### src/design/dfu_pkg.sv
`default_nettype none

package dfu_pkg;

  ////////////////////////////////////////////////////////////////////////////
  // control transfer and setup packet
  ////////////////////////////////////////////////////////////////////////////

  typedef enum logic [2:0] {
    IDLE,
    SETUP_IN,
    SETUP_DONE,
    DATA_IN,
    DATA_OUT,
    STATUS_IN,
    STATUS_OUT
  } ctrl_stage_t;

  // top byte first, so bytes[0] lands on bm_request_type
  typedef struct packed {
    logic [15:0] w_length;
    logic [15:0] w_index;
    logic [15:0] w_value;
    logic [7:0]  b_request;
    logic [7:0]  bm_request_type;
  } setup_fields_t;

  typedef union packed {
    setup_fields_t   fields;
    logic [7:0][7:0] bytes;
  } setup_pkt_u;

  // {bmRequestType[6:5], bRequest}
  localparam logic [9:0] REQ_GET_DESCRIPTOR    = 10'h006;
  localparam logic [9:0] REQ_SET_ADDRESS       = 10'h005;
  localparam logic [9:0] REQ_SET_CONFIGURATION = 10'h009;
  localparam logic [9:0] REQ_DFU_DNLOAD        = 10'h101;
  localparam logic [9:0] REQ_DFU_GETSTATUS     = 10'h103;
  localparam logic [9:0] REQ_DFU_CLRSTATUS     = 10'h104;
  localparam logic [9:0] REQ_DFU_GETSTATE      = 10'h105;
  localparam logic [9:0] REQ_DFU_ABORT         = 10'h106;

  localparam logic [7:0] DESC_DEVICE    = 8'd1;
  localparam logic [7:0] DESC_CONFIG    = 8'd2;
  localparam logic [7:0] DESC_STRING    = 8'd3;
  localparam logic [7:0] DESC_QUALIFIER = 8'd6;

  localparam logic [7:0] ROM_DEVICE_ADDR = 8'd0;
  localparam logic [7:0] ROM_CONFIG_ADDR = 8'd18;
  localparam logic [7:0] ROM_LANG_ADDR   = 8'd45;

  ////////////////////////////////////////////////////////////////////////////
  // in data plan and DFU
  ////////////////////////////////////////////////////////////////////////////

  typedef enum logic {SRC_DESC, SRC_DFU} data_src_t;

  typedef struct packed {
    data_src_t  src;
    logic [7:0] addr;
    logic [7:0] len;
  } read_plan_t;

  typedef enum logic [2:0] {
    EV_NONE,
    EV_DNLOAD_BLOCK,
    EV_DNLOAD_FINAL,
    EV_DNLOAD_REJECT,
    EV_GETSTATUS,
    EV_CLRSTATUS,
    EV_ABORT
  } dfu_event_t;

  typedef enum logic [7:0] {
    DFU_IDLE          = 8'd2,
    DFU_DNLOAD_SYNC   = 8'd3,
    DFU_DNBUSY        = 8'd4,
    DFU_DNLOAD_IDLE   = 8'd5,
    DFU_MANIFEST_SYNC = 8'd6,
    DFU_ERROR         = 8'd10
  } dfu_state_e;

  localparam logic [7:0] DFU_STATUS_OK        = 8'h00;
  localparam logic [7:0] DFU_STATUS_ERR_WRITE = 8'h03;

  // endpoint strobes toward and from the packet engine
  typedef struct packed {
    logic       data_avail;
    logic       setup;
    logic       grant;
    logic       acked;
    logic [7:0] data;
  } out_ep_in_t;

  typedef struct packed {
    logic grant;
    logic data_free;
    logic acked;
  } in_ep_in_t;

  typedef struct packed {
    logic       req;
    logic       data_put;
    logic [7:0] data;
    logic       data_done;
    logic       stall;
  } in_ep_out_t;

endpackage

`default_nettype wire

### src/design/ctrl_xfer_fsm.sv
`timescale 1ns/1ps
`default_nettype none

module ctrl_xfr_fsm
  import dfu_pkg::*;
(
  input  logic       clk,
  input  logic       reset,
  input  setup_pkt_u setup,
  input  logic       pkt_start,
  input  logic       pkt_end,
  input  out_ep_in_t out_ep,
  input  in_ep_in_t  in_ep_in,
  input  logic       source_empty,
  input  logic       stall,
  output logic       setup_end,
  output logic       data_end,
  output logic       status_end,
  output logic       in_req,
  output logic       in_put,
  output logic       in_done,
  output logic       out_get
);

  ctrl_stage_t stage;
  ctrl_stage_t stage_next;
  logic [15:0] remain;      // bytes left of wLength
  logic        has_data;
  logic        settle_q;    // read counters still loading
  logic        all_sent;
  logic        all_sent_q;
  logic        zlp;

  assign has_data = setup.fields.w_length != 16'd0;
  assign in_req   = (stage == DATA_IN) && !settle_q && (remain != 16'd0) && !source_empty;
  assign in_put   = in_req && in_ep_in.data_free;
  assign all_sent = (stage == DATA_IN) && !settle_q && !in_req;
  assign in_done  = (all_sent && !all_sent_q) || zlp;
  assign out_get  = out_ep.data_avail;

  ////////////////////////////////////////////////////////////////////////////
  // stage sequencing
  ////////////////////////////////////////////////////////////////////////////

  always_comb begin
    stage_next = stage;
    setup_end  = 1'b0;
    data_end   = 1'b0;
    status_end = 1'b0;
    zlp        = 1'b0;
    case (stage)
      IDLE: begin
        if (pkt_start && out_ep.setup) stage_next = SETUP_IN;
      end
      SETUP_IN: begin
        if (pkt_end) stage_next = SETUP_DONE;
      end
      SETUP_DONE: begin
        setup_end = 1'b1;
        if (has_data && setup.fields.bm_request_type[7]) begin
          stage_next = DATA_IN;
        end else if (has_data) begin
          stage_next = DATA_OUT;
        end else begin
          stage_next = STATUS_IN;
          zlp        = 1'b1;  // no data stage, ack right away
        end
      end
      DATA_IN: begin
        if (stall) begin
          stage_next = IDLE;
          data_end   = 1'b1;
          status_end = 1'b1;
        end else if (in_ep_in.acked && all_sent) begin
          stage_next = STATUS_OUT;
          data_end   = 1'b1;
        end
      end
      DATA_OUT: begin
        if (remain == 16'd0) begin
          stage_next = STATUS_IN;
          data_end   = 1'b1;
          zlp        = 1'b1;
        end
      end
      STATUS_IN: begin
        if (in_ep_in.acked) begin
          stage_next = IDLE;
          status_end = 1'b1;
        end
      end
      STATUS_OUT: begin
        if (out_ep.acked) begin
          stage_next = IDLE;
          status_end = 1'b1;
        end
      end
      default: stage_next = IDLE;
    endcase
  end

  always_ff @(posedge clk) begin
    if (reset) begin
      stage      <= IDLE;
      remain     <= 16'd0;
      settle_q   <= 1'b0;
      all_sent_q <= 1'b0;
    end else begin
      stage      <= stage_next;
      settle_q   <= setup_end;
      all_sent_q <= all_sent;
      if (setup_end) begin
        remain <= setup.fields.w_length;
      end else if (in_put && in_ep_in.grant) begin
        remain <= remain - 16'd1;
      end else if (!out_ep.setup && out_get && out_ep.grant && remain != 16'd0) begin
        remain <= remain - 16'd1;
      end
    end
  end

endmodule

`default_nettype wire

### src/design/dfu_ctrl_ep.sv
`timescale 1ns/1ps
`default_nettype none

module dfu_ctrl_ep
  import dfu_pkg::*;
#(
  parameter int max_packet_size = 32,
  parameter int transfer_size   = 256
) (
  input  logic       clk,
  input  logic       reset,
  input  out_ep_in_t out_ep,
  input  in_ep_in_t  in_ep_in,
  output in_ep_out_t in_ep_out,
  output logic       out_ep_req,
  output logic       out_ep_data_get,
  output logic [6:0] dev_addr,
  output logic [7:0] dfu_state
);

  setup_pkt_u setup;
  read_plan_t plan;
  dfu_event_t dfu_event;
  dfu_state_e cur_state;
  logic       pkt_start;
  logic       pkt_end;
  logic       setup_end;
  logic       data_end;
  logic       status_end;
  logic       source_empty;
  logic       stall;
  logic       in_req;
  logic       in_put;
  logic       in_done;
  logic [7:0] in_data;
  logic [7:0] dfu_byte;
  logic [2:0] dfu_addr;
  logic       byte_moved;

  assign out_ep_req = out_ep.data_avail;
  assign dfu_state  = cur_state;
  assign byte_moved = in_put && in_ep_in.grant;
  assign in_ep_out  = '{req: in_req, data_put: in_put, data: in_data,
                        data_done: in_done, stall: stall};

  setup_capture u_setup_capture (
    .clk(clk), .reset(reset), .out_ep(out_ep), .status_end(status_end),
    .setup(setup), .pkt_start(pkt_start), .pkt_end(pkt_end)
  );

  ctrl_xfr_fsm u_ctrl_xfr_fsm (
    .clk(clk), .reset(reset), .setup(setup), .pkt_start(pkt_start), .pkt_end(pkt_end),
    .out_ep(out_ep), .in_ep_in(in_ep_in), .source_empty(source_empty), .stall(stall),
    .setup_end(setup_end), .data_end(data_end), .status_end(status_end),
    .in_req(in_req), .in_put(in_put), .in_done(in_done), .out_get(out_ep_data_get)
  );

  request_decoder u_request_decoder (
    .clk(clk), .reset(reset), .setup(setup), .setup_end(setup_end),
    .status_end(status_end), .dfu_state(cur_state), .plan(plan), .stall(stall),
    .dfu_event(dfu_event), .dev_addr(dev_addr)
  );

  dfu_state_tracker u_dfu_state_tracker (
    .clk(clk), .reset(reset), .dfu_event(dfu_event), .data_end(data_end),
    .addr(dfu_addr), .state(cur_state), .status_byte(dfu_byte)
  );

  in_data_source #(
    .max_packet_size(max_packet_size),
    .transfer_size(transfer_size)
  ) u_in_data_source (
    .clk(clk), .reset(reset), .plan(plan), .setup_end(setup_end),
    .status_end(status_end), .byte_moved(byte_moved), .dfu_byte(dfu_byte),
    .dfu_addr(dfu_addr), .source_empty(source_empty), .data(in_data)
  );

endmodule

`default_nettype wire

### src/design/dfu_state_tracker.sv
`timescale 1ns/1ps
`default_nettype none

module dfu_state_tracker
  import dfu_pkg::*;
(
  input  logic       clk,
  input  logic       reset,
  input  dfu_event_t dfu_event,
  input  logic       data_end,
  input  logic [2:0] addr,
  output dfu_state_e state,
  output logic [7:0] status_byte
);

  logic [7:0] status;

  always_ff @(posedge clk) begin
    if (reset) begin
      state  <= DFU_IDLE;
      status <= DFU_STATUS_OK;
    end else begin
      case (dfu_event)
        EV_DNLOAD_BLOCK: state <= DFU_DNBUSY;
        EV_DNLOAD_FINAL: begin
          state  <= DFU_MANIFEST_SYNC;
          status <= DFU_STATUS_OK;
        end
        EV_DNLOAD_REJECT: begin
          state  <= DFU_ERROR;
          status <= DFU_STATUS_ERR_WRITE;
        end
        EV_GETSTATUS: begin
          if (state == DFU_DNLOAD_SYNC) begin
            state <= DFU_DNLOAD_IDLE;
          end else if (state == DFU_MANIFEST_SYNC) begin
            state <= DFU_IDLE;
          end
        end
        EV_CLRSTATUS: begin
          state  <= DFU_IDLE;
          status <= DFU_STATUS_OK;
        end
        EV_ABORT: state <= DFU_IDLE;
        default: begin
          // block is done once its out data has all arrived
          if (data_end && state == DFU_DNBUSY) state <= DFU_DNLOAD_SYNC;
        end
      endcase
    end
  end

  // GETSTATUS reply: bStatus, bwPollTimeout[3], bState, iString
  always_comb begin
    case (addr)
      3'd0:    status_byte = status;
      3'd1:    status_byte = 8'd1;  // poll timeout 1 ms
      3'd4:    status_byte = state;
      default: status_byte = 8'd0;
    endcase
  end

endmodule

`default_nettype wire

### src/design/in_data_source.sv
`timescale 1ns/1ps
`default_nettype none

module in_data_source
  import dfu_pkg::*;
#(
  parameter int max_packet_size = 32,
  parameter int transfer_size   = 256
) (
  input  logic       clk,
  input  logic       reset,
  input  read_plan_t plan,
  input  logic       setup_end,
  input  logic       status_end,
  input  logic       byte_moved,
  input  logic [7:0] dfu_byte,
  output logic [2:0] dfu_addr,
  output logic       source_empty,
  output logic [7:0] data
);

  localparam int ROM_SIZE = 49;

  ////////////////////////////////////////////////////////////////////////////
  // descriptor ROM
  ////////////////////////////////////////////////////////////////////////////

  localparam logic [7:0] ROM [ROM_SIZE] = '{
    // device, at ROM_DEVICE_ADDR
    8'd18, 8'h01, 8'h00, 8'h01,       // bLength, type, bcdUSB 1.00
    8'h00, 8'h00, 8'h00,              // class in interface
    8'(max_packet_size),              // bMaxPacketSize0
    8'h50, 8'h1d, 8'h30, 8'h61,       // idVendor, idProduct
    8'h00, 8'h00,                     // bcdDevice
    8'h00, 8'h00, 8'h00,              // no strings
    8'h01,                            // bNumConfigurations
    // configuration, at ROM_CONFIG_ADDR
    8'd9, 8'h02, 8'd27, 8'h00,        // wTotalLength covers all three
    8'h01, 8'h01, 8'h00, 8'hc0, 8'd50,
    // DFU interface, alternate 0
    8'd9, 8'h04, 8'h00, 8'h00, 8'h00,
    8'hfe, 8'h01, 8'h02, 8'h00,       // app specific, DFU, DFU mode
    // DFU functional
    8'd9, 8'h21, 8'h0d,               // download, manifest tolerant, detach
    8'hff, 8'h00,                     // wDetachTimeout
    8'(transfer_size),
    8'(transfer_size >> 8),
    8'h10, 8'h01,                     // bcdDFUVersion 1.1
    // language table, at ROM_LANG_ADDR
    8'd4, 8'h03, 8'h09, 8'h04         // US English
  };

  logic [7:0] addr;
  logic [7:0] len;
  logic       load_q;
  logic [7:0] rom_byte;

  assign rom_byte     = (addr < 8'(ROM_SIZE)) ? ROM[addr[5:0]] : 8'd0;
  assign data         = (plan.src == SRC_DFU) ? dfu_byte : rom_byte;
  assign dfu_addr     = addr[2:0];
  assign source_empty = len == 8'd0;

  always_ff @(posedge clk) begin
    if (reset) begin
      load_q <= 1'b0;
      addr   <= 8'd0;
      len    <= 8'd0;
    end else begin
      load_q <= setup_end;  // plan is valid one cycle after setup_end
      if (status_end) begin
        addr <= 8'd0;
        len  <= 8'd0;
      end else if (load_q) begin
        addr <= plan.addr;
        len  <= plan.len;
      end else if (byte_moved) begin
        addr <= addr + 8'd1;
        len  <= len - 8'd1;
      end
    end
  end

endmodule

`default_nettype wire

### src/design/request_decoder.sv
`timescale 1ns/1ps
`default_nettype none

module request_decoder
  import dfu_pkg::*;
(
  input  logic       clk,
  input  logic       reset,
  input  setup_pkt_u setup,
  input  logic       setup_end,
  input  logic       status_end,
  input  dfu_state_e dfu_state,
  output read_plan_t plan,
  output logic       stall,
  output dfu_event_t dfu_event,
  output logic [6:0] dev_addr
);

  setup_fields_t req;
  read_plan_t    plan_next;
  dfu_event_t    event_next;
  logic          stall_next;
  logic          set_addr;
  logic          dnload_ok;
  logic          addr_pending;
  logic [6:0]    new_addr;

  assign req       = setup.fields;
  assign dnload_ok = (dfu_state == DFU_IDLE) || (dfu_state == DFU_DNLOAD_IDLE);

  always_comb begin
    plan_next  = '{src: SRC_DESC, addr: 8'd0, len: 8'd0};
    event_next = EV_NONE;
    stall_next = 1'b0;
    set_addr   = 1'b0;
    case ({req.bm_request_type[6:5], req.b_request})
      REQ_GET_DESCRIPTOR: begin
        case (req.w_value[15:8])
          DESC_DEVICE: plan_next = '{src: SRC_DESC, addr: ROM_DEVICE_ADDR, len: 8'd18};
          DESC_CONFIG: plan_next = '{src: SRC_DESC, addr: ROM_CONFIG_ADDR, len: 8'd27};
          DESC_STRING: begin
            // only the language table, other indices answer empty
            if (req.w_value[7:0] == 8'd0) begin
              plan_next = '{src: SRC_DESC, addr: ROM_LANG_ADDR, len: 8'd4};
            end
          end
          DESC_QUALIFIER: stall_next = 1'b1;  // full speed only
          default: ;
        endcase
      end
      REQ_SET_ADDRESS: set_addr = 1'b1;
      REQ_SET_CONFIGURATION: ;  // single config, just ack
      REQ_DFU_DNLOAD: begin
        if (req.w_length != 16'd0 && dnload_ok) begin
          event_next = EV_DNLOAD_BLOCK;
        end else if (req.w_length == 16'd0 && dfu_state == DFU_DNLOAD_IDLE) begin
          event_next = EV_DNLOAD_FINAL;
        end else begin
          event_next = EV_DNLOAD_REJECT;
        end
      end
      REQ_DFU_GETSTATUS: begin
        plan_next  = '{src: SRC_DFU, addr: 8'd0, len: 8'd6};
        event_next = EV_GETSTATUS;
      end
      REQ_DFU_GETSTATE: plan_next = '{src: SRC_DFU, addr: 8'd4, len: 8'd1};
      REQ_DFU_CLRSTATUS: event_next = EV_CLRSTATUS;
      REQ_DFU_ABORT: event_next = EV_ABORT;
      default: ;
    endcase
  end

  always_ff @(posedge clk) begin
    if (setup_end) begin
      plan     <= plan_next;
      new_addr <= req.w_value[6:0];
    end
  end

  always_ff @(posedge clk) begin
    if (reset) begin
      stall        <= 1'b0;
      dfu_event    <= EV_NONE;
      addr_pending <= 1'b0;
      dev_addr     <= 7'd0;
    end else begin
      stall     <= setup_end && stall_next;
      dfu_event <= setup_end ? event_next : EV_NONE;
      if (setup_end && set_addr) begin
        addr_pending <= 1'b1;
      end else if (status_end && addr_pending) begin
        // status stage still ran on the old address
        addr_pending <= 1'b0;
        dev_addr     <= new_addr;
      end
    end
  end

endmodule

`default_nettype wire

### src/design/setup_capture.sv
`timescale 1ns/1ps
`default_nettype none

module setup_capture
  import dfu_pkg::*;
(
  input  logic       clk,
  input  logic       reset,
  input  out_ep_in_t out_ep,
  input  logic       status_end,
  output setup_pkt_u setup,
  output logic       pkt_start,
  output logic       pkt_end
);

  logic       avail_q;
  logic       byte_valid;  // setup byte on out_ep.data this cycle
  logic [2:0] byte_idx;

  assign pkt_start = out_ep.data_avail && !avail_q;
  assign pkt_end   = !out_ep.data_avail && avail_q;

  always_ff @(posedge clk) begin
    if (reset) begin
      avail_q    <= 1'b0;
      byte_valid <= 1'b0;
      byte_idx   <= 3'd0;
    end else begin
      avail_q    <= out_ep.data_avail;
      byte_valid <= out_ep.data_avail && out_ep.grant && out_ep.setup;
      if (status_end) begin
        byte_idx <= 3'd0;  // next transfer starts at bmRequestType
      end else if (byte_valid) begin
        byte_idx <= byte_idx + 3'd1;
      end
    end
  end

  always_ff @(posedge clk) begin
    if (byte_valid) begin
      setup.bytes[byte_idx] <= out_ep.data;
    end
  end

endmodule

`default_nettype wire

### config.mk
export PLATFORM = sky130hd
export DESIGN_NAME = dfu_ctrl_ep
export DESIGN_NICKNAME = d
export VERILOG_FILES = /design/src/design/dfu_pkg.sv /design/src/design/ctrl_xfer_fsm.sv /design/src/design/dfu_ctrl_ep.sv /design/src/design/dfu_state_tracker.sv /design/src/design/in_data_source.sv /design/src/design/request_decoder.sv /design/src/design/setup_capture.sv
export SDC_FILE = /design/constraint.sdc
export NUM_CORES = 1
export LEC_CHECK = 0
export ABC_AREA = 1
export BUFFER_PORTS_ARGS = -buffer_cell sky130_fd_sc_hd__buf_2
export CELL_PAD_IN_SITES_DETAIL_PLACEMENT = 0
export CELL_PAD_IN_SITES_GLOBAL_PLACEMENT = 1
export CORE_UTILIZATION = 25
export CTS_CLUSTER_SIZE = 24
export DETAILED_ROUTE_END_ITERATION = 10
export PLACE_DENSITY = 0.57
export SLEW_MARGIN = 15
export SYNTH_ARGS = -nofsm -noshare
export SYNTH_HDL_FRONTEND = slang
export SYNTH_SLANG_ARGS = --single-unit
### constraint.sdc
create_clock -name clk -period 3.1 [get_ports clk]
set_clock_uncertainty 0.2 [all_clocks]
set_input_delay 0.465 -clock clk [delete_from_list [all_inputs] [get_ports clk]]
set_output_delay 0.465 -clock clk [all_outputs]
set_load 0.005 [all_outputs]
==> results of run 1 <==
==> cell families (layout without fill, tap and decap cells) <==
family | count (synthesis) | in the layout | synth area share
simple gates | 376 | 376 | 0.281
compound gates | 117 | 117 | 0.109
flops | 117 | 117 | 0.486
buf+inv | 99 | 152 | 0.0723
xor+xnor | 16 | 16 | 0.0233
fa+ha+maj | 12 | 12 | 0.0249
mux | 2 | 2 | 0.00333
other cells | 1 | 4 | 0.000623
==> Yosys cell counts, types with 2 or more instances <==
cell	count
nand2_1	143
nor2_1	127
inv_1	69
dfxtp_1	59
edfxtp_1	58
nand3_1	46
o21ai_0	46
a21oi_1	37
nand4_1	14
buf_4	12
ha_1	12
nor3_1	12
o21ai_1	10
clkbuf_1	8
xnor2_1	8
xor2_1	8
or2_2	7
a21boi_0	6
nor4_1	6
inv_2	5
a21oi_2	3
buf_2	3
nand2_4	3
nand3b_1	3
nor2_4	3
o211ai_1	3
o31ai_1	3
buf_6	2
mux2i_1	2
nand2_2	2
nand2_8	2
nor2_2	2
nor3b_1	2
==> metrics by stage <==
stage,instances,instance area [um^2],util
floorplan,743,6030,-
global placement,1083,6520,0.277
detailed placement,1083,6520,0.277
CTS,1115,7080,0.301
global route,1115,7090,0.301
finish,1115,7090,0.301
==> layer usage <==
| metal | wire, um | global-route usage |
|---|---|---|
| met1 | 7880 | 0.182 |
| met2 | 7160 | 0.215 |
| met3 | 625 | 0.0363 |
| met4 | 111 | 0.0333 |
| met5 | 0 | 0 |
==> area by class of cell <==
cell class / count / share of cell area
multi-input cells: 527 / 0.378
inverters: 74 / 0.0392
well taps: 319 / 0.0563
clock buffers: 19 / 0.0625
repair buffers: 46 / 0.0342
clock inverters: 13 / 0.0177
flip-flops and latches: 117 / 0.413
==> registers in the layout, summed over array words and instances (netlist names) <==
| name | flops |
|---|---|
| u_request_decoder.dev_addr | 7 |
| u_in_data_source.len | 8 |
| u_ctrl_xfr_fsm.remain | 16 |
| u_in_data_source.load_q | 1 |
| u_in_data_source.addr | 8 |
| u_request_decoder.dfu_event | 3 |
| u_dfu_state_tracker.state | 4 |
| u_request_decoder.new_addr | 7 |
| u_dfu_state_tracker.status | 1 |
| u_ctrl_xfr_fsm.stage | 3 |
| u_ctrl_xfr_fsm.all_sent_q | 1 |
| u_setup_capture.setup | 43 |
| u_request_decoder.plan | 8 |
| u_setup_capture.byte_idx | 3 |
| u_request_decoder.addr_pending | 1 |
| u_setup_capture.byte_valid | 1 |
| u_request_decoder.stall | 1 |
| u_setup_capture.avail_q | 1 |
==> worst max-delay path by stage <==
stage / startpoint / to / slack, ns
4_1_cts: u_in_data_source.addr[0] / in_ep_out[6] / 0.04
3_3_place_gp: u_in_data_source.addr[0] / in_ep_out[6] / 0.58
2_1_floorplan: u_in_data_source.addr[0] / in_ep_out[6] / 0.91
6_report: u_in_data_source.addr[2] / in_ep_out[5] / 0.24
5_1_grt: u_in_data_source.addr[0] / in_ep_out[6] / 0.02
3_5_place_dp: u_in_data_source.addr[0] / in_ep_out[6] / 0.50
==> placed cells by master (no fill, tap or decap), types with 6 or more instances in the layout <==
cell,n
or2_2,7
nor3_1,12
nand3_1,46
inv_1,69
clkbuf_16,17
xor2_1,8
edfxtp_1,58
dfxtp_1,58
o21ai_0,45
nor2_1,127
buf_2,41
a21oi_1,37
nand2_1,143
ha_1,12
xnor2_1,8
a21boi_0,6
nor4_1,6
o21ai_1,10
nand4_1,14
==> power groups by stage <==
stage	registers (uW)	logic, uW	clock network (uW)
3_3_place_gp	1940	1650	0
5_1_grt	1930	1890	2000
2_1_floorplan	1880	1340	0
3_5_place_dp	1940	1640	0
6_report	1910	1630	1880
4_1_cts	1910	1650	1930
==> impl_metrics.json, run 1 <==
{
  "whs_ns": 0.100,
  "synth-seq-cells": 117,
  "path_max_fanout": 12,
  "clock-sinks": 117,
  "clkPwrFrac": 0.348,
  "drv_cap": 0,
  "grt_usage": 0.136,
  "io_buffers": 41,
  "yosysWarnings": 0,
  "seqCellArea_um2": 2920,
  "final_nets": 812,
  "synth_edf_count": 58,
  "wirelength_um": 15800,
  "core_area_um2": 23500,
  "syn_avg_cell_area_um2": 8.13,
  "antenna_found_initial": 0,
  "grt_pass1_wl_um": 25200,
  "outcome": "finished, final reports clean",
  "start_util": 0.256,
  "period_minus_slack_ns": 2.86,
  "postCtsHoldBufs": 0,
  "crit-reg2reg-launch": "u_ctrl_xfr_fsm.remain[0]",
  "slowest_delay_ns": 0.55,
  "cts_tree": "yes",
  "place.gp.congestion": 0.837,
  "p_leak_uw": 0.00291,
  "crit_top_cell": "o21ai_0",
  "reg2reg_depth": 12,
  "slew-limit-headroom": 0.530,
  "synth_area_um2": 6020,
  "crit_chain": "inv_1 -> ha_1 -> o21ai_0 -> o21ai_0 -> a32o_1 -> buf_2",
  "synth.largest_area_cell": "edfxtp_1",
  "hold_path_class": "in2reg",
  "p_int_uw": 3490,
  "cts_root_buf": "clkbuf_16",
  "ioPinCount": 46,
  "row_count": 56,
  "ir_drop_mv": 0.316,
  "drtIter0Drc": 346,
  "cp.depth": 6,
  "grt_max_degree": 31,
  "min_from": "out_ep[4]",
  "cts_setup_buffers": 0,
  "grt_pass1_vias": 4649,
  "crit_buf_inv": 2,
  "clock_latency_ns": 0.42,
  "vias": 4890,
  "synth_top_area_share": 0.289,
  "dieArea_um2": 24700,
  "num_antenna_cells": 0,
  "hold_viol": 0,
  "r2r_slack_ns": 0.95,
  "ys.flop_type": "dfxtp_1",
  "clk_pin_slew_worst_paths_ns": 0.06,
  "async_reset_ff_frac": 0,
  "cp-start-kind": "flip-flop",
  "ys_types": 47,
  "path_delay_family": "compound AO/OA/AOI/OAI gates",
  "fp.dieH_um": 157,
  "fin_crit_sh": 0.923,
  "antenna_left": 0,
  "cp_slowest_cell": "dfxtp_1",
  "detail_route.wl_per_cell_um": 14.2,
  "drc_errors": 0,
  "p_seq_frac": 0.352,
  "synthToLayoutAreaGrowth_pct": 17.8,
  "clk_path_buf_depth": 2,
  "seq_area_frac_synth": 0.486,
  "switching_share": 0.356,
  "multi_input_area_um2": 2680,
  "critPathCaptureType": "output pin",
  "synthCells": 740,
  "setup.worst_path.class": "reg2out",
  "rsz0062_at_grt": "false",
  "drt_pass1_iterations": 4,
  "p_comb_frac": 0.301,
  "power_uw": 5420,
  "worstPathRequired_ns": 2.43,
  "cts.htree.levels": 4,
  "p_sw_uw": 1930,
  "overflow": 0,
  "min_path_cells": 1,
  "critPathArrivalTime_ns": 2.20,
  "cellPowerDensity_nw_per_um2": 765,
  "via_per_inst": 4.39,
  "post_cts_resized": 0,
  "setup_viol": 0,
  "fmax_mhz": 350,
  "dp_slack_ns": 0.501,
  "worstMarginPinSlew_ns": 0.702,
  "hpwlAfterDp_um": 11700,
  "n_fill_cell": 2628,
  "drv_slew": 0,
  "r2r-end": "u_ctrl_xfr_fsm.remain[15]",
  "drive_above_1_share": 0.137,
  "die_x_um": 157,
  "numCtsBuffers": 17,
  "fin_ws_ns": 0.239,
  "holdPathEnd": "u_setup_capture.setup[28]",
  "synth_area_leaders": "edfxtp_1, dfxtp_1, nand2_1",
  "tns_ns": 0
}
Power figures use the tool's default switching activity.
==> run 2, diff against run 1 <==
CTS_BUF_LIST = sky130_fd_sc_hd__clkbuf_8   (was default)
PLACE_DENSITY = 0.55   (was 0.57)
SKIP_CTS_REPAIR_TIMING = 1   (was default)
==> impl_metrics.json, run 2 (same netlist as run 1, synthesis figures left out) <==
{
  "antenna_left": 0,
  "die_x_um": 157,
  "grt_usage": 0.138,
  "setup.worst_path.class": "reg2out",
  "start_util": 0.256,
  "final_nets": 813,
  "core_area_um2": 23500,
  "wirelength_um": 16200,
  "p_comb_frac": 0.327,
  "outcome": "finished, final reports clean",
  "vias": 4977,
  "clk_path_buf_depth": 2,
  "drc_errors": 0,
  "hpwlAfterDp_um": 12000,
  "grt_pass1_vias": 4619,
  "r2r_slack_ns": 0.92,
  "wl_met2_um": 6940,
  "clock_latency_ns": 0.44,
  "p_leak_uw": 0.00286,
  "ir_drop_mv": 0.283,
  "cts_root_buf": "clkbuf_8",
  "clk_pin_slew_worst_paths_ns": 0.08,
  "worstMarginPinSlew_ns": 0.727,
  "hold_path_class": "in2reg",
  "clkPwrFrac": 0.297,
  "critPathCaptureType": "output pin",
  "dieArea_um2": 24700,
  "setup_viol": 0,
  "switching_share": 0.376,
  "cp_slowest_cell": "dfxtp_2",
  "largest_reg_flops": 43,
  "drv_slew": 0,
  "p_sw_uw": 1910,
  "cts_tree": "yes",
  "drv_cap": 0,
  "place.gp.congestion": 0.873,
  "grt_pass1_wl_um": 25500,
  "slew-limit-headroom": 0.514,
  "fmax_mhz": 349,
  "worstPathRequired_ns": 2.43,
  "numCtsBuffers": 17,
  "overflow": 0,
  "layout_commonest_cell": "nand2_1",
  "final_cell_mix": "nand2_1, nor2_1, inv_1",
  "num_antenna_cells": 0,
  "dr_wl_met3_um": 498,
  "fin_crit_sh": 0.923,
  "ioPinCount": 46,
  "wl_met1_um": 8610,
  "row_count": 56,
  "grt_max_degree": 31,
  "n_fill_cell": 2572,
  "placedCellCount": 1084,
  "crit_top_cell": "inv_1",
  "cts.htree.levels": 4,
  "io_buffers": 41,
  "synthToLayoutAreaGrowth_pct": 15.4,
  "period_minus_slack_ns": 2.86,
  "crit_chain": "inv_1 -> ha_1 -> inv_1 -> nor2_1 -> nand2_1 -> o21ai_2 -> inv_1 -> nor3_1 -> buf_2",
  "antenna_found_initial": 0,
  "critPathArrivalTime_ns": 2.20,
  "highest_layer": "met4",
  "post-route-util": 0.295,
  "drtIter0Drc": 371,
  "hold_viol": 0,
  "detail_route.wl_per_cell_um": 14.5,
  "rsz0062_at_grt": "false",
  "cellPowerDensity_nw_per_um2": 729,
  "fp.dieH_um": 157,
  "p_seq_frac": 0.375,
  "cp-start-kind": "flip-flop",
  "via_per_inst": 4.46,
  "drive_above_1_share": 0.141,
  "instances_no_fill": 1116,
  "p_int_uw": 3160,
  "drt_pass1_iterations": 5,
  "path_max_fanout": 7,
  "clock-sinks": 117,
  "slowest_delay_ns": 0.36
}
run 2: per-stage QoR:
step	setup TNS [ns]	setup WS [ns]	hold slack [ns]	power, uW	instance area [um^2]
2_1_floorplan	0	0.907	0.217	3220	6030
3_3_place_gp	0	0.555	0.234	3620	6520
3_5_place_dp	0	0.470	0.237	3600	6520
4_1_cts	-0.0217	-0.0217	0.0666	5120	6940
5_1_grt	0	0.0222	0.0610	5450	6950
6_report	0	0.238	0.0844	5070	6950
run 2: per-layer routing:
| layer | track usage | up-vias |
|---|---|---|
| met1 | 0.201 | 2333 |
| met4 | 0.0324 | 0 |
| met3 | 0.0319 | 10 |
| li1 | - | 2541 |
| met5 | 0 | - |
| met2 | 0.205 | 93 |
run 2: final timing paths:
kind | start | end | depth (start not counted)
worst min register to register | u_setup_capture.setup[20] | u_request_decoder.new_addr[4] | 0
worst max register to register | u_ctrl_xfr_fsm.remain[10] | u_ctrl_xfr_fsm.remain[15] | 11
worst min-delay path | out_ep[0] | u_setup_capture.setup[56] | 1
worst max-delay path | u_in_data_source.addr[0] | in_ep_out[6] | 9
run 2: layout make-up:
| class | count | area (um^2) | share of cell area |
|---|---|---|---|
| Multi-Input combinational cell | 527 | 2680 | 0.386 |
| Tap cell | 319 | 399 | 0.0575 |
| Clock buffer | 17 | 234 | 0.0337 |
| Sequential cell | 117 | 2930 | 0.421 |
| Inverter | 74 | 278 | 0.0400 |
| Timing Repair Buffer | 47 | 250 | 0.0360 |
| Clock inverter | 15 | 181 | 0.0261 |
run 2: power by group through the flow:
stage	clock, uW	combinational (uW)	sequential [uW]
after global placement	0	1680	1940
after CTS	1550	1670	1900
final	1510	1660	1900
after floorplan	0	1340	1880
after detailed placement	0	1660	1940
after global routing	1610	1910	1930
run 2: critical path, delay by kind of cell, from the launching register on:
family	cells	cell delay (ns)
flops	1	0.36
buf+inv	4	0.39
fa+ha+maj	1	0.20
compound gates	1	0.21
simple gates	3	0.59
